## src/led_pkg.sv

```systemverilog
// Shared widths, register map, encoder timing, enums and structs
// for the serial RGB LED string controller

package led_pkg;

  ////////////////////////////////////////////////////////////
  // Widths
  ////////////////////////////////////////////////////////////
  localparam int PIX_AW      = 10;  // 1024 pixel bytes
  localparam int PIX_DW      = 8;
  localparam int APB_AW      = 13;
  localparam int APB_DW      = 32;
  localparam int REP_W       = 4;
  localparam int PRE_W       = 16;
  localparam int CELL_W      = 5;   // Holds 0 .. T_CELL-1
  localparam int MEM_SEL_BIT = 12;  // Memory window select in paddr

  // Bit cell timing, in ticks
  localparam int T_ZERO = 8;
  localparam int T_ONE  = 16;
  localparam int T_CELL = 24;

  ////////////////////////////////////////////////////////////
  // Register fields
  ////////////////////////////////////////////////////////////
  localparam int CFG_EN_BIT     = 0;
  localparam int CFG_IRQ_EN_BIT = 1;
  localparam int CFG_POL_BIT    = 2;

  localparam int CTRL_START_BIT = 31;
  localparam int CTRL_PROG_BIT  = 29;
  localparam int CTRL_REP_LSB   = 25;  // Bits 28:25
  localparam int CTRL_LAST_LSB  = 12;  // Bits 22:12, top bit reads 0
  localparam int CTRL_FIRST_LSB = 0;   // Bits 9:0

  typedef enum logic [APB_AW-1:0] {
    CONFIG   = 13'h000,
    PRESCALE = 13'h004,
    CTRL     = 13'h008
  } reg_addr_e;

  typedef enum logic [1:0] {
    IDLE,
    RAM_REQ,
    RAM_WAIT,
    SHIFT
  } seq_state_e;

  ////////////////////////////////////////////////////////////
  // Bundles
  ////////////////////////////////////////////////////////////
  typedef struct packed {
    logic              psel;
    logic              penable;
    logic              pwrite;
    logic [APB_AW-1:0] paddr;
    logic [APB_DW-1:0] pwdata;
  } apb_req_t;

  typedef struct packed {
    logic [APB_DW-1:0] prdata;
    logic              pready;
  } apb_rsp_t;

  typedef struct packed {
    logic [REP_W-1:0]  rep_cnt;   // Extra passes over the range
    logic [PIX_AW-1:0] first_idx;
    logic [PIX_AW-1:0] last_idx;
  } seq_cfg_t;

  typedef struct packed {
    logic              we;
    logic [PIX_AW-1:0] addr;
    logic [PIX_DW-1:0] data;
  } ram_wr_t;

  typedef struct packed {
    logic valid;
    logic value;
  } led_bit_t;

endpackage

```

## src/led_bit_encoder.sv

```systemverilog
// Tick prescaler and pulse-width bit encoder
// Each bit is a cell of T_CELL ticks, active for T_ZERO or T_ONE ticks

module led_bit_encoder (
  input  logic                        clk,
  input  logic                        rst_n,
  input  logic                        en_i,
  input  logic [led_pkg::PRE_W-1:0]   prescale_i,
  input  logic                        pol_i,
  input  led_pkg::led_bit_t           bit_i,
  output logic                        ready_o,
  output logic                        sout_o
);

  localparam logic [led_pkg::CELL_W-1:0] CELL_END = led_pkg::CELL_W'(led_pkg::T_CELL - 1);
  localparam logic [led_pkg::CELL_W-1:0] LEN_ZERO = led_pkg::CELL_W'(led_pkg::T_ZERO);
  localparam logic [led_pkg::CELL_W-1:0] LEN_ONE  = led_pkg::CELL_W'(led_pkg::T_ONE);

  logic [led_pkg::PRE_W-1:0]  pre_cnt;
  logic                       tick;
  logic [led_pkg::CELL_W-1:0] cell_cnt;  // Parks at CELL_END when idle
  logic                       dbit;
  logic                       polar;
  logic [led_pkg::CELL_W-1:0] act_len;

  // >= keeps the count sane if prescale shrinks mid-count
  assign tick    = (pre_cnt >= prescale_i);
  assign act_len = dbit ? LEN_ONE : LEN_ZERO;

  ////////////////////////////////////////////////////////////
  // Prescaler and cell counter
  ////////////////////////////////////////////////////////////
  always_ff @(posedge clk) begin
    if (!rst_n) begin
      pre_cnt  <= '0;
      cell_cnt <= CELL_END;
      ready_o  <= 1'b0;
      dbit     <= 1'b0;
      polar    <= 1'b0;
      sout_o   <= 1'b0;
    end else if (!en_i) begin
      pre_cnt  <= '0;
      cell_cnt <= CELL_END;
      ready_o  <= 1'b0;
      polar    <= pol_i;
      sout_o   <= pol_i;                      // Back to idle level
    end else begin
      pre_cnt <= tick ? '0 : pre_cnt + 1'b1;
      ready_o <= tick && (cell_cnt == CELL_END) && bit_i.valid;
      if (cell_cnt == CELL_END) begin
        polar <= pol_i;                       // Idle level follows config
      end
      if (tick) begin
        if (cell_cnt != CELL_END) begin
          cell_cnt <= cell_cnt + 1'b1;
        end else if (bit_i.valid) begin
          cell_cnt <= '0;                     // New cell
          dbit     <= bit_i.value;
        end
      end
      // Active level is the inverse of polarity
      sout_o <= (cell_cnt < act_len) ? ~polar : polar;
    end
  end

endmodule

```

## config.mk

```make
export PLATFORM = sky130hd
export DESIGN_NAME = led_bit_encoder
export DESIGN_NICKNAME = d
export VERILOG_FILES = /design/src/led_pkg.sv /design/src/led_bit_encoder.sv
export SDC_FILE = /design/constraint.sdc
export NUM_CORES = 1
export LEC_CHECK = 0
export BUFFER_PORTS_ARGS = -buffer_cell sky130_fd_sc_hd__buf_2
export CAP_MARGIN = 20
export CELL_PAD_IN_SITES_DETAIL_PLACEMENT = 1
export CELL_PAD_IN_SITES_GLOBAL_PLACEMENT = 1
export CORE_MARGIN = 2
export CORE_UTILIZATION = 35
export DETAILED_ROUTE_END_ITERATION = 6
export HOLD_SLACK_MARGIN = 0.05
export PLACE_DENSITY = 0.69
export SYNTH_ARGS = -nofsm -noshare
export SYNTH_HDL_FRONTEND = slang
export SYNTH_SLANG_ARGS = --single-unit
```

## constraint.sdc

```tcl
create_clock -name clk -period 2.6 [get_ports clk]
set_input_delay 0.39 -clock clk [delete_from_list [all_inputs] [get_ports clk]]
set_output_delay 0.39 -clock clk [all_outputs]
set_load 0.01 [all_outputs]
```

# Word-level counts from Yosys, hierarchy flattened
# Cells that the tools add are included.
[totals]
input_bits = 22
wordCells = 31
output_inout_bits = 2
register_bits = 25
[op_classes]
bitwise_logic = 4
n_mux = 7
n_lt_le_gt_ge = 2
n_reduce_logical = 7
eq_ne = 3
addsub = 2
[ops]
columns = ["op", "count"]
rows = [
  ["16-bit by 1-bit adder with 16-bit output (second input constant)", 1],
  ["16-bit greater-or-equal comparator", 1],
  ["5-bit 2-to-1 mux", 3],
  ["5-bit by 1-bit adder with 5-bit output (second input constant)", 1],
  ["5-bit == test (second input constant)", 1],
  ["5-bit < comparator", 1],
  ["5-bit != test (second input constant)", 1],
  ["1-bit 2-to-1 mux", 4],
  ["1-bit inverter", 4],
  ["2-bit AND reduction", 2],
  ["4-bit AND reduction", 1],
  ["3-bit OR reduction", 1],
  ["1-bit logical AND", 2],
  ["2-bit by 1-bit != test with 1-bit output (second input constant)", 1],
  ["2-bit nonzero test", 1],
]

# Logic depth before layout (Yosys ltp)
[depth]
ltp_word = 4
depth_mapped = 9

# Worst setup path before layout
# No wires, ideal clock.
[synth_path]
path_type = "register to register"
start = "reg pre_cnt[0] (netlist name)"
end = "reg pre_cnt[15] (netlist name)"
period_less_slack_ps = 2115
arrival_ps = 2051
setup_time_ps = 64
slack_ps = 485
required_ps = 2536
stages_incl_launch_ff = 10
path_cell_list = "dfxtp_1 > inv_1 > ha_1 > nand2b_4 > a2111oi_4 > o311ai_2 > or3_1 > buf_6 > buf_8 > nor2_1"
[synth_via]
elab_chain_len = 2
word_cells_on_any_way = 3
[synth_lines]
columns = ["item", "line", "text"]
rows = [
  ["start, declared", "led_bit_encoder.sv:19", "logic [led_pkg::PRE_W-1:0] pre_cnt;"],
  ["start signal, assigned", "led_bit_encoder.sv:48", "pre_cnt <= tick ? '0 : pre_cnt + 1'b1;"],
  ["16-bit greater-or-equal comparator", "led_bit_encoder.sv:27", "assign tick = (pre_cnt >= prescale_i);"],
  ["3-bit OR reduction (no source line)", "-", ""],
]
# Parallel ways exist; a longest one is shown, timed or not.
# A chain may end at the register's enable or synchronous reset.

# Worst setup path after layout
[layout_path]
start = "reg pre_cnt[0] (netlist name)"
end = "reg pre_cnt[14] (netlist name)"
# Same word-level chain as after synthesis.

==> results.md <==
* Status: complete, no violations
* WS Path Type: register to register
* Slew @ Worst Pin at 545 ps
* Number of CTS-inserted buffers at 3
* Grt ovf at 0
* Core Util, Final at 41.1%
* Mean post-synth cell area at 8.57 µm²
* Pwr Density at 385 mW/mm²
* Io pins at 24
* Max Freq at 462 MHz
* Slew margin rel. at 63.5%
* Row cnt at 24
* Slew Limit Fails at 0
* Clk_skew at 3.57 ps
* Crit Path Max Fanout at 16
* Synth cell types at 35
* Clk sinks at 25
* Post-CTS Setup Inserts at 0
* RSZ-0062 raised after global routing: no
* TNS Setup at 0 ps
* # diodes at 0
* Wire per inst at 12.9 µm
* Synth Flop Type: dfxtp_1
* Starting Density at 36.4%
* Required @ worst endpoint at 2810 ps
* Post-CTS Resized at 0
* CTS max path bufs at 2
* CP arrival at 2370 ps
* H-tree levels at 1
* Core area at 0.00438 mm²
* IO buf count at 23
* Layout area overhead at 13.0%
* Critical R2R Capture: pre_cnt[14]
* DP Wirelength at 2750 µm
* Share of layout cells above drive strength 1 at 15.2%
* First-pass DRT Iterations at 4
* Initial antenna violation count at 0
* Peak supply drop at 0.235 mV
* Hold buffer count at cts at 0
* Final WS setup at 438 ps
* Placement-stage cell area at 0.00176 mm²
* Setup slack, reg-to-reg at 440 ps
* Sequential-to-total area share from yosys stat at 31.4%
* Setup violators final at 0
* RR Startpoint: pre_cnt[0]
* Vias in the first global route at 1,396
* Tot GR Track Use at 14.7%
* Post-route clock period utilization at 83.2%
* Syn Inst Count at 186
* CTS tree: yes
* Synth warn at 0
* Ys async rst share at 0%
* Antenna-violating nets left at 0
* Leak pwr at 0.000822 µW
* Synthesized flop and latch total at 25
* Endpoint class of the critical path: register
* Avg Vias per Cell at 5.13
* Total length of routed wires at 3390 µm
* Post-synth EDFFs at 0
* DRT iter0 DRCs at 33
* Clk slew on worst S/H paths at 90 ps
* Design Area, Final at 0.00180 mm²
* Hold Crit Class: primary input to register
* MaxCap Viol Count at 0
* Worst Setup Slack post-DPL at 317 ps
* # nets final at 253
* Post-Syn Nets at 227
* Die Wd at 71.5 µm
* Final min period at 2160 ps
* Clk root buf: clkbuf_8
* Critical Path Start: pre_cnt[0]
* # fillers at 548
* Global-route wire length before repair at 6060 µm
* Startpoint type of the worst setup path: register
* Cell area after synthesis at 0.00159 mm²
* DRC violations left at 0
* DIE AREA at 0.00511 mm²
* Worst setup endpoint: pre_cnt[14]
* Reg2Reg Depth at 8
* Pin count of the biggest net entering global routing at 17
* Via count at 1,350
* Hold Crit Depth at 3
* Fin. Hold Viols at 0
* Die Y-Extent at 71.5 µm
* Worst skew pair latency at 270 ps
* Placer Congestion at 0.746
-- layout by cell type, fill, tap and decap left out, types with 5 or more instances in the layout --
cell / Yosys / routed
ha_1: 19 / 19
xnor2_1: 12 / 12
a21oi_1: 6 / 6
o21ai_0: 5 / 5
nor2_1: 26 / 26
dfxtp_1: 25 / 25
nand2_1: 11 / 11
inv_1: 23 / 23
buf_2: 0 / 23
nand3_1: 11 / 11
-- power breakdown --
part | internal [µW] | total [µW] | leakage (µW) | switching [µW]
Clock | 110 | 234 | 0.0000228 | 124
Combinational | 35.7 | 71.5 | 0.000597 | 35.8
Sequential | 386 | 388 | 0.000202 | 2.23
-- critical path, cell delays in order (launching register included) --
cell	delay, ps
dfxtp_1	360
inv_1	60
ha_1	270
nand2b_4	150
a2111oi_4	390
o311ai_2	180
or3_1	370
buf_4	200
nor2_1	120
-- worst min-delay path by stage --
stage                  start  endpoint  slack [ps]
floorplan               dbit      dbit         450
CTS                 bit_i[0]      dbit         350
detailed placement      dbit      dbit         490
global route        bit_i[0]      dbit         340
global placement        dbit      dbit         470
finish              bit_i[0]      dbit         360
-- through the flow --
step / total power (µW) / hold slack (ps) / cells
detailed placement: 470 / 487 / 259
global placement: 468 / 467 / 259
finish: 693 / 356 / 263
global route: 731 / 344 / 263
CTS: 704 / 351 / 263
floorplan: 444 / 451 / 186
-- routing by layer --
| layer | GRT usage (%) | routed length [µm] |
|---|---|---|
| met3 | 3.38 | 107 |
| met1 | 18.2 | 1620 |
| met4 | 3.14 | 29 |
| met2 | 26.1 | 1630 |
| met5 | 0 | 0 |
-- registers in the layout (all words and copies together) (netlist names) --
signal and count:
pre_cnt 16, cell_cnt 5, dbit 1, polar 1
ready_o 1, sout_o 1
-- synthesized netlist by cell type (4+ instances only) --
cell type	n	area share (%)
ha_1	19	15
mux2i_1	4	2.5
nand3_1	11	3.5
nor2_1	26	6.1
a21oi_1	6	1.9
inv_1	23	5.4
xnor2_1	12	6.6
o21ai_0	5	1.6
dfxtp_1	25	31
and3_1	4	1.6
nand2_1	11	2.6
-- kinds of logic (layout without fill, tap and decap cells) --
| logic type | count (synthesis) | count (layout) | synth area share, % |
|---|---|---|---|
| buffers and inverters | 27 | 52 | 7.53 |
| adders and majority gates | 19 | 19 | 14.9 |
| DFF | 25 | 25 | 31.4 |
| xor gates and xnor gates | 15 | 15 | 8.24 |
| AOI/OAI and AO/OA | 27 | 27 | 13.7 |
| muxes | 4 | 4 | 2.51 |
| and+or+nand+nor | 69 | 69 | 21.7 |
-- final cells by class --
class / count / area, µm² / area share (%)
Clock buffer: 4 / 45.0 / 2.50
Inverter: 23 / 86.3 / 4.79
Multi-Input combinational cell: 134 / 973 / 54.1
Sequential cell: 25 / 500 / 27.8
Tap cell: 52 / 65.1 / 3.61
Timing Repair Buffer: 25 / 130 / 7.23
Power figures use the tool's default switching activity.
