File: src/led_pkg.sv
// Shared widths, register map, encoder timing, enums and structs
// for the serial RGB LED string controller

package led_pkg;

  ////////////////////////////////////////////////////////////
  // Widths
  ////////////////////////////////////////////////////////////
  localparam int PIX_AW      = 10;  // 1024 pixel bytes
  localparam int PIX_DW      = 8;
  localparam int APB_AW      = 13;
  localparam int APB_DW      = 32;
  localparam int REP_W       = 4;
  localparam int PRE_W       = 16;
  localparam int CELL_W      = 5;   // Holds 0 .. T_CELL-1
  localparam int MEM_SEL_BIT = 12;  // Memory window select in paddr

  // Bit cell timing, in ticks
  localparam int T_ZERO = 8;
  localparam int T_ONE  = 16;
  localparam int T_CELL = 24;

  ////////////////////////////////////////////////////////////
  // Register fields
  ////////////////////////////////////////////////////////////
  localparam int CFG_EN_BIT     = 0;
  localparam int CFG_IRQ_EN_BIT = 1;
  localparam int CFG_POL_BIT    = 2;

  localparam int CTRL_START_BIT = 31;
  localparam int CTRL_PROG_BIT  = 29;
  localparam int CTRL_REP_LSB   = 25;  // Bits 28:25
  localparam int CTRL_LAST_LSB  = 12;  // Bits 22:12, top bit reads 0
  localparam int CTRL_FIRST_LSB = 0;   // Bits 9:0

  typedef enum logic [APB_AW-1:0] {
    CONFIG   = 13'h000,
    PRESCALE = 13'h004,
    CTRL     = 13'h008
  } reg_addr_e;

  typedef enum logic [1:0] {
    IDLE,
    RAM_REQ,
    RAM_WAIT,
    SHIFT
  } seq_state_e;

  ////////////////////////////////////////////////////////////
  // Bundles
  ////////////////////////////////////////////////////////////
  typedef struct packed {
    logic              psel;
    logic              penable;
    logic              pwrite;
    logic [APB_AW-1:0] paddr;
    logic [APB_DW-1:0] pwdata;
  } apb_req_t;

  typedef struct packed {
    logic [APB_DW-1:0] prdata;
    logic              pready;
  } apb_rsp_t;

  typedef struct packed {
    logic [REP_W-1:0]  rep_cnt;   // Extra passes over the range
    logic [PIX_AW-1:0] first_idx;
    logic [PIX_AW-1:0] last_idx;
  } seq_cfg_t;

  typedef struct packed {
    logic              we;
    logic [PIX_AW-1:0] addr;
    logic [PIX_DW-1:0] data;
  } ram_wr_t;

  typedef struct packed {
    logic valid;
    logic value;
  } led_bit_t;

endpackage

File: src/led_frame_seq.sv
// Frame sequencer: walks pixel bytes first..last, repeat+1 times,
// and hands their bits MSB first to the bit encoder

module led_frame_seq (
  input  logic                         clk,
  input  logic                         rst_n,
  input  logic                         en_i,
  input  led_pkg::seq_cfg_t            cfg_i,
  input  logic                         start_i,
  output logic                         progress_o,
  output logic [led_pkg::PIX_AW-1:0]   rd_addr_o,
  input  logic [led_pkg::PIX_DW-1:0]   rd_data_i,
  output led_pkg::led_bit_t            bit_o,
  input  logic                         ready_i
);

  localparam int BCNT_W = $clog2(led_pkg::PIX_DW);

  led_pkg::seq_state_e         state;
  logic [led_pkg::PIX_AW-1:0]  idx;       // Current byte
  logic [led_pkg::PIX_AW-1:0]  first_idx;
  logic [led_pkg::PIX_AW-1:0]  last_idx;
  logic [led_pkg::REP_W-1:0]   rep;       // Passes still to go
  logic [led_pkg::PIX_DW-1:0]  shift_q;
  logic [BCNT_W-1:0]           bit_cnt;   // Bits left after the current one

  ////////////////////////////////////////////////////////////
  // Control FSM
  ////////////////////////////////////////////////////////////
  always_ff @(posedge clk) begin
    if (!rst_n || !en_i) begin
      state   <= led_pkg::IDLE;
      bit_cnt <= '0;
    end else begin
      case (state)
        led_pkg::IDLE: begin
          if (start_i) begin
            state <= led_pkg::RAM_REQ;
          end
        end
        led_pkg::RAM_REQ: begin
          state <= led_pkg::RAM_WAIT;  // Address goes out this cycle
        end
        led_pkg::RAM_WAIT: begin
          bit_cnt <= BCNT_W'(led_pkg::PIX_DW - 1);
          state   <= led_pkg::SHIFT;
        end
        led_pkg::SHIFT: begin
          if (ready_i) begin
            if (bit_cnt != '0) begin
              bit_cnt <= bit_cnt - 1'b1;
            end else if (idx != last_idx || rep != '0) begin
              state <= led_pkg::RAM_REQ;
            end else begin
              state <= led_pkg::IDLE;  // Frame done
            end
          end
        end
        default: state <= led_pkg::IDLE;
      endcase
    end
  end

  ////////////////////////////////////////////////////////////
  // Index, repeat and shift byte
  ////////////////////////////////////////////////////////////
  always_ff @(posedge clk) begin
    case (state)
      led_pkg::IDLE: begin
        if (start_i) begin
          idx       <= cfg_i.first_idx;
          first_idx <= cfg_i.first_idx;
          last_idx  <= cfg_i.last_idx;
          rep       <= cfg_i.rep_cnt;
        end
      end
      led_pkg::RAM_WAIT: shift_q <= rd_data_i;  // RAM data valid now
      led_pkg::SHIFT: begin
        if (ready_i) begin
          shift_q <= {shift_q[led_pkg::PIX_DW-2:0], 1'b0};
          if (bit_cnt == '0) begin
            if (idx != last_idx) begin
              idx <= idx + 1'b1;
            end else begin
              idx <= first_idx;     // Next pass
              rep <= rep - 1'b1;
            end
          end
        end
      end
      default: ;
    endcase
  end

  assign rd_addr_o   = idx;
  assign progress_o  = (state != led_pkg::IDLE);
  assign bit_o.valid = (state == led_pkg::SHIFT);
  assign bit_o.value = (state == led_pkg::SHIFT) && shift_q[led_pkg::PIX_DW-1];

endmodule

File: config.mk
export PLATFORM = sky130hd
export DESIGN_NAME = led_frame_seq
export DESIGN_NICKNAME = d
export VERILOG_FILES = /design/src/led_pkg.sv /design/src/led_frame_seq.sv
export SDC_FILE = /design/constraint.sdc
export NUM_CORES = 1
export LEC_CHECK = 0
export ABC_AREA = 1
export ABC_CLOCK_PERIOD_IN_PS = 2400
export BUFFER_PORTS_ARGS = -buffer_cell sky130_fd_sc_hd__buf_2
export CELL_PAD_IN_SITES_DETAIL_PLACEMENT = 1
export CELL_PAD_IN_SITES_GLOBAL_PLACEMENT = 1
export CORE_MARGIN = 10
export CORE_UTILIZATION = 37
export DETAILED_ROUTE_END_ITERATION = 10
export GPL_TIMING_DRIVEN = 0
export PLACE_DENSITY_LB_ADDON = 0.1
export RECOVER_POWER = 100
export REMOVE_ABC_BUFFERS = 1
export SKIP_CTS_REPAIR_TIMING = 1
export SLEW_MARGIN = 20
export SYNTH_ARGS = -nofsm -noshare
export SYNTH_HDL_FRONTEND = slang
export SYNTH_SLANG_ARGS = --single-unit
File: constraint.sdc
create_clock -name clk -period 2.4 [get_ports clk]
set_clock_uncertainty 0.2 [all_clocks]
set_input_delay 0.6 -clock clk [delete_from_list [all_inputs] [get_ports clk]]
set_output_delay 0.6 -clock clk [all_outputs]
set_load 0.01 [all_outputs]
# Yosys cells after proc, flatten, opt, wreduce, memory -nomap -nowiden

Cells that the tools add are included.

Add/subtract/negate cells: 3
Eq/ne operators: 10
Reduce and logical (&&, ||, !) cells: 18
Multiplexer cells: 20

Operators by type and width:

| operator                | number |
|---|---|
| $mux W10                | 4 |
| $pmux W10 S2            | 1 |
| $mux W4                 | 4 |
| $pmux W8 S2             | 1 |
| $add A10 B1 Y10 const B | 1 |
| $ne A10 B10 Y1          | 1 |
| $mux W8                 | 1 |
| $pmux W2 S4             | 1 |
| $pmux W4 S2             | 1 |
| $mux W2                 | 3 |
| $mux W3                 | 2 |
| $ne A2 B1 Y1 const B    | 3 |
| $ne A2 B2 Y1 const B    | 3 |
| $pmux W3 S2             | 1 |
| $reduce_and A3 Y1       | 2 |
| $reduce_bool A2 Y1      | 3 |
| $reduce_and A5 Y1       | 1 |
| $eq A2 B2 Y1 const B    | 2 |
| $reduce_and A2 Y1       | 2 |
| $reduce_and A4 Y1       | 1 |
| $reduce_bool A4 Y1      | 1 |
| $sub A4 B1 Y4 const B   | 1 |
| $logic_not A3 Y1        | 1 |
| $reduce_bool A3 Y1      | 1 |
| other kinds (7)         | 9 |

Register bits after elaboration: 47
Logic and storage cells: 58
Output and inout port bits: 13
Input port bits: 37

# Longest topological paths before layout

Word-level depth: 6
Mapped depth: 11
Gate-level depth less buffers: 10

# Worst setup path before layout

Ideal clock, no wire load.

Kind: reg-to-reg
From: register state[0]
To: register rep[0] (netlist name) (enable)
Cell stages (with the launch flop): 8
Path slack: 0.086 ns
Path buffers: 0
Setup time: 0.310 ns
Required time: 1.890 ns
Clock period less this slack: 2.314 ns
Data arrival time: 1.805 ns
Path through: dfxtp_1 inv_1 ha_1 inv_1 or2_2 nand2_1 a21oi_1 and2_1

Cells in the longest elaborated chain, start to end: 3
Elaborated cells between the ends (all ways): 8
Those cells by class: eq/ne (5); reduce/logical (3)

RTL lines:

| what                                                    | line                | source |
|---|---|---|
| from (decl)                                             | led_frame_seq.sv:19 | `led_pkg::seq_state_e state;` |
| from (signal assigned)                                  | led_frame_seq.sv:32 | `state <= led_pkg::IDLE;` |
| from (signal assigned)                                  | led_frame_seq.sv:38 | `state <= led_pkg::RAM_REQ;` |
| from (signal assigned)                                  | led_frame_seq.sv:42 | `state <= led_pkg::RAM_WAIT;` |
| $eq A2 B2 Y1 / $logic_not A2 Y1 (equally long branches) | led_frame_seq.sv:68 | `case (state)` |
| $ne A2 B2 Y1 (no line), or another cell as far along    | n/a                 |  |
| $reduce_and A5 Y1 (no line) (*)                         | n/a                 |  |
| to (signal assigned)                                    | led_frame_seq.sv:74 | `rep <= cfg_i.rep_cnt;` |
| to (signal assigned)                                    | led_frame_seq.sv:86 | `rep <= rep - 1'b1;` |
| to (decl)                                               | led_frame_seq.sv:23 | `logic [led_pkg::REP_W-1:0] rep;` |

Every way passes the cells marked *; elsewhere a longest branch is shown, timed or not.
A chain may end at the register's enable or synchronous reset.

==> reports/qor.yml <==
outcome: "finished clean"
yosys_warnings: 0
clkTransAtPathRegs_ns: 0.09
netSwitchingFraction_pct: 24.67
yosysUniqueCellTypes: 27
p_comb_share_pct: 12.4
synth_area_leaders: "edfxtp_1 (53%), nand2_1 (12%), inv_1 (4.3%)"
antenna_cells: 0
grt_max_degree: 31
grtUsageTotal_pct: 10.62
busiest_layer: "met2"
cp_max_fo: 24
final_cell_area_um2: 2773
yosysTopAreaCellShare_pct: 53.31
finalWirelength_um: 5362
cts_tree: "yes"
vias: 1757
grt_pass1_vias: 1862
syn2layout_area_growth_pct: 17.19
htree_levels: 2
chipWidth_um: 99.97
clk_latency_ns: 0.30
avgSynthCellArea_um2: 9.579
max_stage_delay_ns: 0.44
grt_util_met1_pct: 12.19
met3_usage_pct: 3.503
fin_tns_setup_ns: 0
cts_buffer_depth: 2
synth_edf_count: 42
pwr-share-seq_pct: 55.7
finalSetupViolCount: 0
path_buf_inv: 2
async_flop_share_pct: 0
fp-row-count: 29
synth_flop_cell: "edfxtp_1"
arrival_ns: 1.40
leakagePower_nw: 1.193
worst_path_max_delay_cell: "dfxtp_1"
pin_count: 50
tightest_slew_ns: 0.7841
drc: 0
fin_crit_sh_pct: 91.51
synth_area_leader_cell: "edfxtp_1"
period_needed_ns: 2.196
dpl-instance-area_um2: 2664
firstDrtPassIters: 4
die_area_um2: 9993
via_per_inst: 4.612
peakVddDrop_mv: 0.2325
slew_headroom_pct: 47.67
required_ns: 1.60
drv_slew: 0
ys_ff_latch: 47
use_met2_pct: 17.62
initial_core_util_pct: 37.69
die_y_um: 99.97
cp-start-kind: "flop"
fmax_mhz: 455.3
numPortBuffers: 49
numClockSinks: 47
power_density_nw_per_um2: 654.6
path_class: "reg -> out"
antenna_found_initial: 0
internal_power_mw: 1.367
path_cells: "ha_4, nand2_1, inv_1, clkbuf_1"
ant_nets: 0
rsz0062_at_grt: "false"
power.switching_uw: 447.7
holdCritPathClass: "in -> reg"
root_buffer: "clkbuf_8"
syn_area_um2: 2366
hold_viol_final: 0
fin_nets: 348
cap_violations: 0
end_kind: "output port"
crit_family: "flip-flops"
pwr-share-clk_pct: 31.9
dr.first_iter.drc_count: 57
cts_buffers: 5
place_congestion: 0.7047
drive_gt1_share_pct: 16.12
overflow: 0
grt_pass1_wl_um: 8583
drt-wirelength-per-cell_um: 14.07
synthCells: 247
seq_area_frac_synth_pct: 57.54
coreArea_um2: 6277
dpl.hpwl_um: 3959
## sequential cells by signal (all words and copies together), names as in the netlist
signal / cells
bit_cnt: 3
first_idx: 10
last_idx: 10
rd_addr_o: 10
rep: 4
shift_q: 8
state: 2
## layer usage
metal,up-vias,share of wire [%]
li1,918,-
met1,806,44
met2,28,49
met3,5,5.4
met4,0,1.4
met5,-,0
## layout by cell type (no fill, tap or decap), drive strengths merged
cell type   n
buf        31
nand3       7
nand2      78
a221oi      2
xor2        8
nor2       25
a21oi      14
edfxtp     42
xnor2       3
o21bai      1
inv        28
clkinvlp    2
dfxtp       5
bufinv      1
clkbuf     30
a211oi      2
ha          8
nor3        3
or2         1
o21ai      10
o211ai      2
and2        1
## through the flow
step                      instances  power [mW]  worst slack, ns  utilization [%]  hold WS (ns)
after CTS                       375       1.851           -1.412            44.13        0.2548
final                           381       1.815           0.2037            44.17        0.2663
after floorplan                 241       1.166          -0.4879                -        0.2558
after global placement          367       1.258           -1.407            42.44        0.2699
after detailed placement        367       1.267           -1.406            42.44        0.2753
after global routing            381       1.911          0.06950            44.17        0.2586
## cell families (layout without fill, tap and decap cells)
kind of cell / after synthesis / in the layout / share of synthesized area [%]
and+or+nand+nor: 115 / 115 / 19.73
buffers and inverters: 35 / 92 / 6.451
AOI/OAI and AO/OA: 31 / 31 / 7.985
xor gates and xnor gates: 11 / 11 / 4.072
adders and majority gates: 8 / 8 / 4.231
DFF: 47 / 47 / 57.54
## layout make-up
cell class / instances / area [um2]
fillers: 780 / 3505
flip-flops and latches: 47 / 1361
multi-input cells: 165 / 844.6
repair buffers: 54 / 249.0
inverters: 29 / 110.1
well taps: 77 / 96.34
clock buffers: 7 / 76.32
clock inverters: 1 / 30.03
repair inverters: 1 / 5.005
## synthesized netlist by cell type (2+ instances only)
master,n
dfxtp_1,5
a211oi_1,2
ha_1,8
o211ai_2,2
nor3_1,3
nand3_1,6
xnor2_1,3
xor2_1,8
inv_2,2
nand2_1,78
edfxtp_1,42
nor2_1,22
a21oi_1,14
inv_1,27
buf_2,3
a221oi_1,2
nor2_2,2
o21ai_0,9
## power groups by stage
stage | clock [mW] | combinational (mW) | sequential [mW]
detailed placement | 0 | 0.238 | 1.03
floorplan | 0 | 0.139 | 1.03
CTS | 0.600 | 0.239 | 1.01
finish | 0.579 | 0.226 | 1.01
global placement | 0 | 0.232 | 1.03
global route | 0.625 | 0.266 | 1.02
## final timing paths
path	startpoint	end	slack, ns	depth (start not counted)
hold reg to reg	bit_cnt[1]	bit_cnt[1]	0.29	2
hold / removal	cfg_i[1]	last_idx[1]	0.27	1
setup reg to reg	state[0]	rd_addr_o[9]	0.25	5
setup / recovery	state[0]	bit_o[0]	0.20	4
No activity file was read; power rests on OpenSTA's default activity.
