===== config.mk =====
export PLATFORM = sky130hd
export DESIGN_NAME = led_apb_regs
export DESIGN_NICKNAME = d
export VERILOG_FILES = /design/src/led_pkg.sv /design/src/led_apb_regs.sv
export SDC_FILE = /design/constraint.sdc
export NUM_CORES = 1
export LEC_CHECK = 0
export BUFFER_PORTS_ARGS = -buffer_cell sky130_fd_sc_hd__buf_2
export CAP_MARGIN = 10
export CORE_ASPECT_RATIO = 0.9
export CORE_MARGIN = 10
export CORE_UTILIZATION = 42
export DETAILED_ROUTE_END_ITERATION = 12
export PLACE_DENSITY = 0.86
export SLEW_MARGIN = 10
export SYNTH_ARGS = -nofsm -noshare
export SYNTH_HDL_FRONTEND = slang
export SYNTH_SLANG_ARGS = --single-unit
export TNS_END_PERCENT = 1

===== constraint.sdc =====
create_clock -name clk -period 1.75 [get_ports clk]
set_input_delay 0.2625 -clock clk [delete_from_list [all_inputs] [get_ports clk]]
set_output_delay 0.2625 -clock clk [all_outputs]
set_load 0.05 [all_outputs]

===== src/led_pkg.sv =====
// Shared widths, register map, encoder timing, enums and structs
// for the serial RGB LED string controller

package led_pkg;

  ////////////////////////////////////////////////////////////
  // Widths
  ////////////////////////////////////////////////////////////
  localparam int PIX_AW      = 10;  // 1024 pixel bytes
  localparam int PIX_DW      = 8;
  localparam int APB_AW      = 13;
  localparam int APB_DW      = 32;
  localparam int REP_W       = 4;
  localparam int PRE_W       = 16;
  localparam int CELL_W      = 5;   // Holds 0 .. T_CELL-1
  localparam int MEM_SEL_BIT = 12;  // Memory window select in paddr

  // Bit cell timing, in ticks
  localparam int T_ZERO = 8;
  localparam int T_ONE  = 16;
  localparam int T_CELL = 24;

  ////////////////////////////////////////////////////////////
  // Register fields
  ////////////////////////////////////////////////////////////
  localparam int CFG_EN_BIT     = 0;
  localparam int CFG_IRQ_EN_BIT = 1;
  localparam int CFG_POL_BIT    = 2;

  localparam int CTRL_START_BIT = 31;
  localparam int CTRL_PROG_BIT  = 29;
  localparam int CTRL_REP_LSB   = 25;  // Bits 28:25
  localparam int CTRL_LAST_LSB  = 12;  // Bits 22:12, top bit reads 0
  localparam int CTRL_FIRST_LSB = 0;   // Bits 9:0

  typedef enum logic [APB_AW-1:0] {
    CONFIG   = 13'h000,
    PRESCALE = 13'h004,
    CTRL     = 13'h008
  } reg_addr_e;

  typedef enum logic [1:0] {
    IDLE,
    RAM_REQ,
    RAM_WAIT,
    SHIFT
  } seq_state_e;

  ////////////////////////////////////////////////////////////
  // Bundles
  ////////////////////////////////////////////////////////////
  typedef struct packed {
    logic              psel;
    logic              penable;
    logic              pwrite;
    logic [APB_AW-1:0] paddr;
    logic [APB_DW-1:0] pwdata;
  } apb_req_t;

  typedef struct packed {
    logic [APB_DW-1:0] prdata;
    logic              pready;
  } apb_rsp_t;

  typedef struct packed {
    logic [REP_W-1:0]  rep_cnt;   // Extra passes over the range
    logic [PIX_AW-1:0] first_idx;
    logic [PIX_AW-1:0] last_idx;
  } seq_cfg_t;

  typedef struct packed {
    logic              we;
    logic [PIX_AW-1:0] addr;
    logic [PIX_DW-1:0] data;
  } ram_wr_t;

  typedef struct packed {
    logic valid;
    logic value;
  } led_bit_t;

endpackage


===== src/led_apb_regs.sv =====
// APB register block: CONFIG, PRESCALE and CTRL registers,
// pixel memory write window, start pulse and end-of-frame interrupt

module led_apb_regs (
  input  logic                         clk,
  input  logic                         rst_n,
  input  led_pkg::apb_req_t            apb_i,
  output led_pkg::apb_rsp_t            apb_o,
  output logic                         en_o,
  output logic                         pol_o,
  output logic [led_pkg::PRE_W-1:0]    prescale_o,
  output led_pkg::seq_cfg_t            cfg_o,
  output logic                         start_o,
  input  logic                         progress_i,
  output led_pkg::ram_wr_t             ram_wr_o,
  output logic                         irq_o
);

  logic mem_sel;
  logic wr_acc;
  logic wr_reg;
  logic rd_reg;
  logic irq_en;
  logic progress_q;
  logic [led_pkg::APB_DW-1:0] rd_data;

  ////////////////////////////////////////////////////////////
  // Access decode
  ////////////////////////////////////////////////////////////
  assign mem_sel = apb_i.paddr[led_pkg::MEM_SEL_BIT];
  assign wr_acc  = apb_i.psel && apb_i.penable && apb_i.pwrite;
  assign wr_reg  = wr_acc && !mem_sel;
  assign rd_reg  = apb_i.psel && !apb_i.pwrite && !mem_sel;  // Window reads give 0

  // No wait states
  assign apb_o.pready = 1'b1;
  assign apb_o.prdata = rd_data;

  // Memory write lands on the edge that ends the access cycle
  assign ram_wr_o.we   = wr_acc && mem_sel;
  assign ram_wr_o.addr = apb_i.paddr[2 +: led_pkg::PIX_AW];
  assign ram_wr_o.data = apb_i.pwdata[led_pkg::PIX_DW-1:0];

  ////////////////////////////////////////////////////////////
  // Registers
  ////////////////////////////////////////////////////////////
  always_ff @(posedge clk) begin
    if (!rst_n) begin
      en_o       <= 1'b0;
      irq_en     <= 1'b0;
      pol_o      <= 1'b0;
      prescale_o <= '0;
      cfg_o      <= '0;
    end else if (wr_reg) begin
      case (apb_i.paddr)
        led_pkg::CONFIG: begin
          en_o   <= apb_i.pwdata[led_pkg::CFG_EN_BIT];
          irq_en <= apb_i.pwdata[led_pkg::CFG_IRQ_EN_BIT];
          pol_o  <= apb_i.pwdata[led_pkg::CFG_POL_BIT];
        end
        led_pkg::PRESCALE: begin
          prescale_o <= apb_i.pwdata[led_pkg::PRE_W-1:0];
        end
        led_pkg::CTRL: begin
          cfg_o.rep_cnt   <= apb_i.pwdata[led_pkg::CTRL_REP_LSB +: led_pkg::REP_W];
          cfg_o.last_idx  <= apb_i.pwdata[led_pkg::CTRL_LAST_LSB +: led_pkg::PIX_AW];
          cfg_o.first_idx <= apb_i.pwdata[led_pkg::CTRL_FIRST_LSB +: led_pkg::PIX_AW];
        end
        default: ;
      endcase
    end
  end

  // Start is a strobe, it never holds in the register
  always_ff @(posedge clk) begin
    if (!rst_n) begin
      start_o <= 1'b0;
    end else begin
      start_o <= wr_reg && (apb_i.paddr == led_pkg::CTRL) &&
                 apb_i.pwdata[led_pkg::CTRL_START_BIT];
    end
  end

  ////////////////////////////////////////////////////////////
  // Read mux
  ////////////////////////////////////////////////////////////
  always_comb begin
    rd_data = '0;
    if (rd_reg) begin
      case (apb_i.paddr)
        led_pkg::CONFIG: begin
          rd_data[led_pkg::CFG_EN_BIT]     = en_o;
          rd_data[led_pkg::CFG_IRQ_EN_BIT] = irq_en;
          rd_data[led_pkg::CFG_POL_BIT]    = pol_o;
        end
        led_pkg::PRESCALE: begin
          rd_data[led_pkg::PRE_W-1:0] = prescale_o;
        end
        led_pkg::CTRL: begin
          rd_data[led_pkg::CTRL_PROG_BIT] = progress_i;
          rd_data[led_pkg::CTRL_REP_LSB +: led_pkg::REP_W]    = cfg_o.rep_cnt;
          rd_data[led_pkg::CTRL_LAST_LSB +: led_pkg::PIX_AW]  = cfg_o.last_idx;
          rd_data[led_pkg::CTRL_FIRST_LSB +: led_pkg::PIX_AW] = cfg_o.first_idx;
        end
        default: ;
      endcase
    end
  end

  ////////////////////////////////////////////////////////////
  // Interrupt
  ////////////////////////////////////////////////////////////
  // Falling edge of progress ends a frame. A frame cut short by
  // clearing enable raises nothing
  always_ff @(posedge clk) begin
    if (!rst_n) begin
      progress_q <= 1'b0;
      irq_o      <= 1'b0;
    end else begin
      progress_q <= progress_i;
      irq_o      <= irq_en && en_o && progress_q && !progress_i;
    end
  end

endmodule


==> Word-level counts from Yosys, hierarchy flattened <==
Cells that the tools add are included.
{ "word_totals": {"output_inout_bits": 96, "mem_count": 0, "input_bits": 51, "ff_bits": 46, "mem_bits_rw": 0, "latchBits": 0, "elab_cells": 38, "romBits": 0} }
{ "classes": {"n_mux": 8, "eq_ne": 2, "n_addsub": 0, "bitwise": 0, "div_mod_pow": 0, "n_reduce_logical": 18, "shifts": 0, "magnitude_cmp": 0, "mul": 0} }
{ "op_table": {"columns": ["op", "n"], "rows": [
  ["$mux 22", 1],
  ["$pmux 7 s2", 1],
  ["$eq 13x3->1 const B", 1],
  ["$eq 13x4->1 const B", 1],
  ["$logic_not 13->1", 1],
  ["$logic_and 1x1->1", 11],
  ["$mux 5", 2],
  ["$pmux 3 s3", 1],
  ["$pmux 4 s2", 1],
  ["$mux 6", 1],
  ["$reduce_and 2->1", 3],
  ["$logic_not 1->1", 3],
  ["$mux 2", 1]
]} }

==> Logic depth before layout (Yosys ltp) <==
{ "logic_depth": {"ltp_word": 5, "mapped_depth": 5} }

==> Worst setup path before layout <==
OpenSTA, ideal clock, no wires.
{ "synth_timing": {"path_kind": "input -> output", "start": "input apb_i[34] in the netlist's numbering", "end": "output apb_o[1] in the netlist's numbering", "path_slack_ns": -0.224, "stages": 5, "arrival_ns": 1.711, "t_required_ns": 1.487, "cell_sequence": "clkbuf_1 -> nor2b_1 -> clkbuf_1 -> a21oi_1 -> nor2_1"} }
{ "synth_lines": {"columns": ["element", "line_no", "source"], "rows": [
  ["start: declaration", "led_apb_regs.sv:7", "input led_pkg::apb_req_t apb_i,"],
  ["end: declaration", "led_apb_regs.sv:8", "output led_pkg::apb_rsp_t apb_o,"]
]} }

==> metrics.txt <==
# TYPE chip_impl_metric gauge
chip_impl_metric{name="n_diodes",unit=""} 0
chip_impl_info{name="synth_top_cell_by_area",value="sky130_fd_sc_hd__dfxtp_1"} 1
chip_impl_metric{name="finalClockSkew",unit="ns"} 0.00463
chip_impl_metric{name="fraction_of_layout_instances_using_a_drive_strength_above_1",unit="%"} 51.3
chip_impl_metric{name="detail_route.wirelength",unit="µm"} 7970
chip_impl_metric{name="power-per-cell-area",unit="nW/µm²"} 600
chip_impl_metric{name="ctsHtreeMaxLevel",unit=""} 2
chip_impl_metric{name="fmax",unit="MHz"} 528
chip_impl_metric{name="number_of_global_route_vias_before_repair",unit=""} 2506
chip_impl_metric{name="synth-async-reset-ratio",unit="%"} 0
chip_impl_metric{name="worstPathArrival",unit="ns"} 1.63
chip_impl_info{name="synthMostInstantiatedCell",value="sky130_fd_sc_hd__dfxtp_1"} 1
chip_impl_metric{name="gp_routability_congestion",unit=""} 0.841
chip_impl_metric{name="critPathBufInv",unit=""} 3
chip_impl_info{name="clock_tree.root_cell",value="sky130_fd_sc_hd__clkbuf_8"} 1
chip_impl_metric{name="cts_hold_buffers",unit=""} 0
chip_impl_info{name="failing_checks",value="setup timing"} 1
chip_impl_metric{name="io_pins",unit=""} 147
chip_impl_metric{name="final_net_count",unit=""} 442
chip_impl_metric{name="vias_per_cell",unit=""} 5.19
chip_impl_metric{name="timing.reg2reg.setup_slack",unit="ns"} 1.03
chip_impl_metric{name="clock_insertion_delay_worst_skew",unit="ns"} 0.29
chip_impl_metric{name="drt-initial-drc-count",unit=""} 106
chip_impl_metric{name="final_max_slew_viol_count",unit=""} 0
chip_impl_info{name="ys.flop_type",value="sky130_fd_sc_hd__dfxtp_1"} 1
chip_impl_info{name="worst_path_most_repeated_cell",value="sky130_fd_sc_hd__buf_8"} 1
chip_impl_metric{name="cp.required",unit="ns"} 1.49
chip_impl_metric{name="detail_route.wl_per_cell",unit="µm"} 17.4
chip_impl_metric{name="fillers",unit=""} 417
chip_impl_metric{name="numPlacedInstances",unit=""} 448
chip_impl_metric{name="hold_ws",unit="ns"} 0.191
chip_impl_metric{name="grt_pass1_wl",unit="µm"} 12500
chip_impl_metric{name="synthSimpleGateAreaFrac",unit="%"} 22.7
chip_impl_info{name="rsz0062_at_grt",value="true"} 1
chip_impl_metric{name="regArea",unit="µm²"} 921
chip_impl_info{name="ys_top_cells_by_count",value="sky130_fd_sc_hd__dfxtp_1 (46), sky130_fd_sc_hd__nand2_1 (45), sky130_fd_sc_hd__mux2i_1 (34), sky130_fd_sc_hd__buf_4 (24)"} 1
chip_impl_info{name="worst_setup_path_startpoint",value="apb_i[41]"} 1
chip_impl_metric{name="initial_core_util",unit="%"} 43.4
chip_impl_metric{name="groute.usage.overall",unit="%"} 17.0
chip_impl_metric{name="synth_edf_count",unit=""} 0
chip_impl_metric{name="globalRoute.totalOverflow",unit=""} 0
chip_impl_metric{name="cp_max_fo",unit=""} 4
chip_impl_metric{name="max_stage_delay",unit="ns"} 0.29
chip_impl_metric{name="synth_warnings",unit=""} 0
chip_impl_info{name="critical-path-top-delay-family",value="simple AND/OR/NAND/NOR gates"} 1
chip_impl_metric{name="cts_buffer_depth",unit=""} 2
chip_impl_metric{name="clkSinkCount",unit=""} 46
chip_impl_info{name="synthTopCellsByArea",value="sky130_fd_sc_hd__dfxtp_1 (40%), sky130_fd_sc_hd__mux2i_1 (15%), sky130_fd_sc_hd__buf_4 (7.9%)"} 1
chip_impl_info{name="outcome",value="finished, violations left"} 1
chip_impl_metric{name="fin_ws",unit="ns"} -0.142
chip_impl_metric{name="synth.yosys.seq_area_share",unit="%"} 40.2
chip_impl_metric{name="post_synth_xor_area_fraction",unit="%"} 0
chip_impl_metric{name="post_synth.cell_area_avg",unit="µm²"} 8.72
chip_impl_metric{name="timing.final.crit_share",unit="%"} 108
chip_impl_metric{name="hpwlAfterDp",unit="µm"} 6010
chip_impl_metric{name="multi_input_area",unit="µm²"} 1260
chip_impl_info{name="endpoint_kind",value="output pin"} 1
chip_impl_info{name="crit_path_cell_trace",value="buf_8, nor4_4, nand4_1, nor2_4, buf_2, a22o_4, buf_8"} 1
chip_impl_metric{name="number_of_port_buffers",unit=""} 135
chip_impl_info{name="timing.rr.start",value="en_o"} 1
chip_impl_metric{name="finalWorstPathRequiredPeriod",unit="ns"} 1.89
chip_impl_metric{name="placeableCoreArea",unit="µm²"} 5290
chip_impl_info{name="worst_path_max_delay_cell",value="sky130_fd_sc_hd__nor4_4"} 1
chip_impl_metric{name="muxShareOfSynthArea",unit="%"} 14.8
chip_impl_metric{name="fp.dieH",unit="µm"} 90.1
chip_impl_metric{name="cts_buffer_count",unit=""} 5
chip_impl_metric{name="synth_area",unit="µm²"} 2290
chip_impl_metric{name="drc_errors",unit=""} 0
chip_impl_metric{name="row_count",unit=""} 25
chip_impl_info{name="main_combinational_cell_family_by_area_after_synthesis",value="simple AND/OR/NAND/NOR gates"} 1
chip_impl_info{name="timing.hold.worst.start",value="apb_i[31]"} 1
chip_impl_metric{name="worst_ir_drop_vdd",unit="V"} 0.000373
chip_impl_info{name="worstSetupStartpointType",value="primary input"} 1
chip_impl_metric{name="report.final.hold_viol_count",unit=""} 0
chip_impl_metric{name="leakagePower",unit="nW"} 1.67
chip_impl_info{name="worst-setup-path-type",value="primary input to output pin"} 1
chip_impl_metric{name="synth_top_area_share",unit="%"} 40.2
chip_impl_metric{name="synth_compound_gate_area_share",unit="%"} 10.1
chip_impl_info{name="cts_tree",value="done"} 1
chip_impl_info{name="hold_class",value="primary input to flip-flop"} 1
chip_impl_metric{name="pin_count_of_the_biggest_net_entering_global_routing",unit=""} 23
chip_impl_metric{name="routed-via-count",unit=""} 2384
chip_impl_metric{name="clkSlewWorstSetupHoldPaths",unit="ns"} 0.08
chip_impl_metric{name="ant_nets",unit=""} 0
chip_impl_metric{name="number_of_register_bits_inferred_by_synthesis",unit=""} 46
chip_impl_metric{name="max_cap_viol_count",unit=""} 0
chip_impl_metric{name="arithmetic_cell_share_of_the_synthesized_area_counting_full_adders_half_adders_and_majority_gates",unit="%"} 0
chip_impl_metric{name="die_w",unit="µm"} 97.9
chip_impl_metric{name="antenna_found_initial",unit=""} 0
chip_impl_metric{name="syn-instance-count",unit=""} 263
chip_impl_metric{name="syn2layout_area_growth",unit="%"} 54.0
chip_impl_metric{name="setup_viol_count_final",unit=""} 27
chip_impl_metric{name="layoutNonFillerInstCount",unit=""} 459
chip_impl_metric{name="drt-pass1-iter-count",unit=""} 4
chip_impl_metric{name="fp.dieArea",unit="µm²"} 8820
chip_impl_metric{name="netlist-cell-type-count",unit=""} 29
-- path summary, 6_finish.rpt --
check | cells after the start | endpoint
setup / recovery | 7 | apb_o[16]
hold / removal | 2 | start_o
setup reg to reg | 2 | en_o
hold reg to reg | 2 | irq_o
-- cell usage in the layout, fill, tap and decap left out, drive strengths merged, types with 3 or more instances in the layout --
| cell | instances |
|---|---|
| mux2i | 34 |
| a22o | 11 |
| buf | 159 |
| dfxtp | 46 |
| nor2b | 3 |
| o21ai | 12 |
| a21oi | 15 |
| nand2 | 45 |
| nand4 | 14 |
| and2 | 15 |
| clkbuf | 5 |
| conb | 6 |
| nor2 | 11 |
-- area by class of cell --
cell class                      instances  area share, %
Multi-Input combinational cell        178           35.8
Timing Repair Buffer                  159           32.6
Sequential cell                        46           26.1
Tap cell                               67           2.37
Clock buffer                            5           1.95
Clock inverter                          3           1.13
Inverter                                1          0.106
-- repair_timing --
action / 4_1_cts / 5_1_grt
endpoints found under the setup margin: 24 / 27
hold endpoints to repair: 0 / 0
gates cloned: 0 / 1
buffers inserted: 1 / 1
pin swaps: 13 / 8
gates resized for setup: 70 / 21
-- registers in the layout, summed over array words and instances, names as in the netlist --
| register | flops |
|---|---|
| prescale_o | 16 |
| cfg_o | 24 |
| irq_en | 1 |
| start_o | 1 |
| pol_o | 1 |
| progress_q | 1 |
| irq_o | 1 |
| en_o | 1 |
-- worst register-to-register path, cell delays in order (launching register included) --
cell	delay [ns]
sky130_fd_sc_hd__dfxtp_1	0.41
sky130_fd_sc_hd__nand2_1	0.08
sky130_fd_sc_hd__mux2i_1	0.16
-- power breakdown --
group	switching (mW)	total [mW]	internal (mW)
clock network	0.361	0.781	0.421
logic	0.203	0.290	0.0866
registers	0.000379	1.05	1.05
total	0.564	2.12	1.55
-- metrics by stage --
stage          utilization (%)  TNS [ns]  setup WS (ns)  power (mW)  instance area, µm²
2_1_floorplan                -     -1.01        -0.0523        1.28                2420
4_1_cts                   65.1     -1.58         -0.102        2.13                3440
3_5_place_dp              58.5     -4.76         -0.225        1.35                3090
5_1_grt                   66.8     -5.22         -0.224        2.19                3530
3_3_place_gp              58.5     -3.84         -0.192        1.35                3090
6_report                  66.8     -2.94         -0.142        2.12                3530
-- per-layer routing --
layer  global-route usage, %  vias to the layer above  part of all wire (%)
li1                        -                     1132                     -
met2                    30.6                       99                    54
met1                    18.4                     1139                    38
met4                    5.57                        0                   2.1
met3                    5.36                       14                   6.4
met5                       0                        -                     0
-- cell families (layout without fill, tap and decap cells) --
kind of cell           count (synthesis)  in the layout
buffers and inverters                 43            168
AO/OA/AOI/OAI                         38             38
other                                  2              6
multiplexers                          34             34
AND/OR/NAND/NOR                      100            100
flip-flops                            46             46
Note: power is estimated with default switching activity, not from simulation.
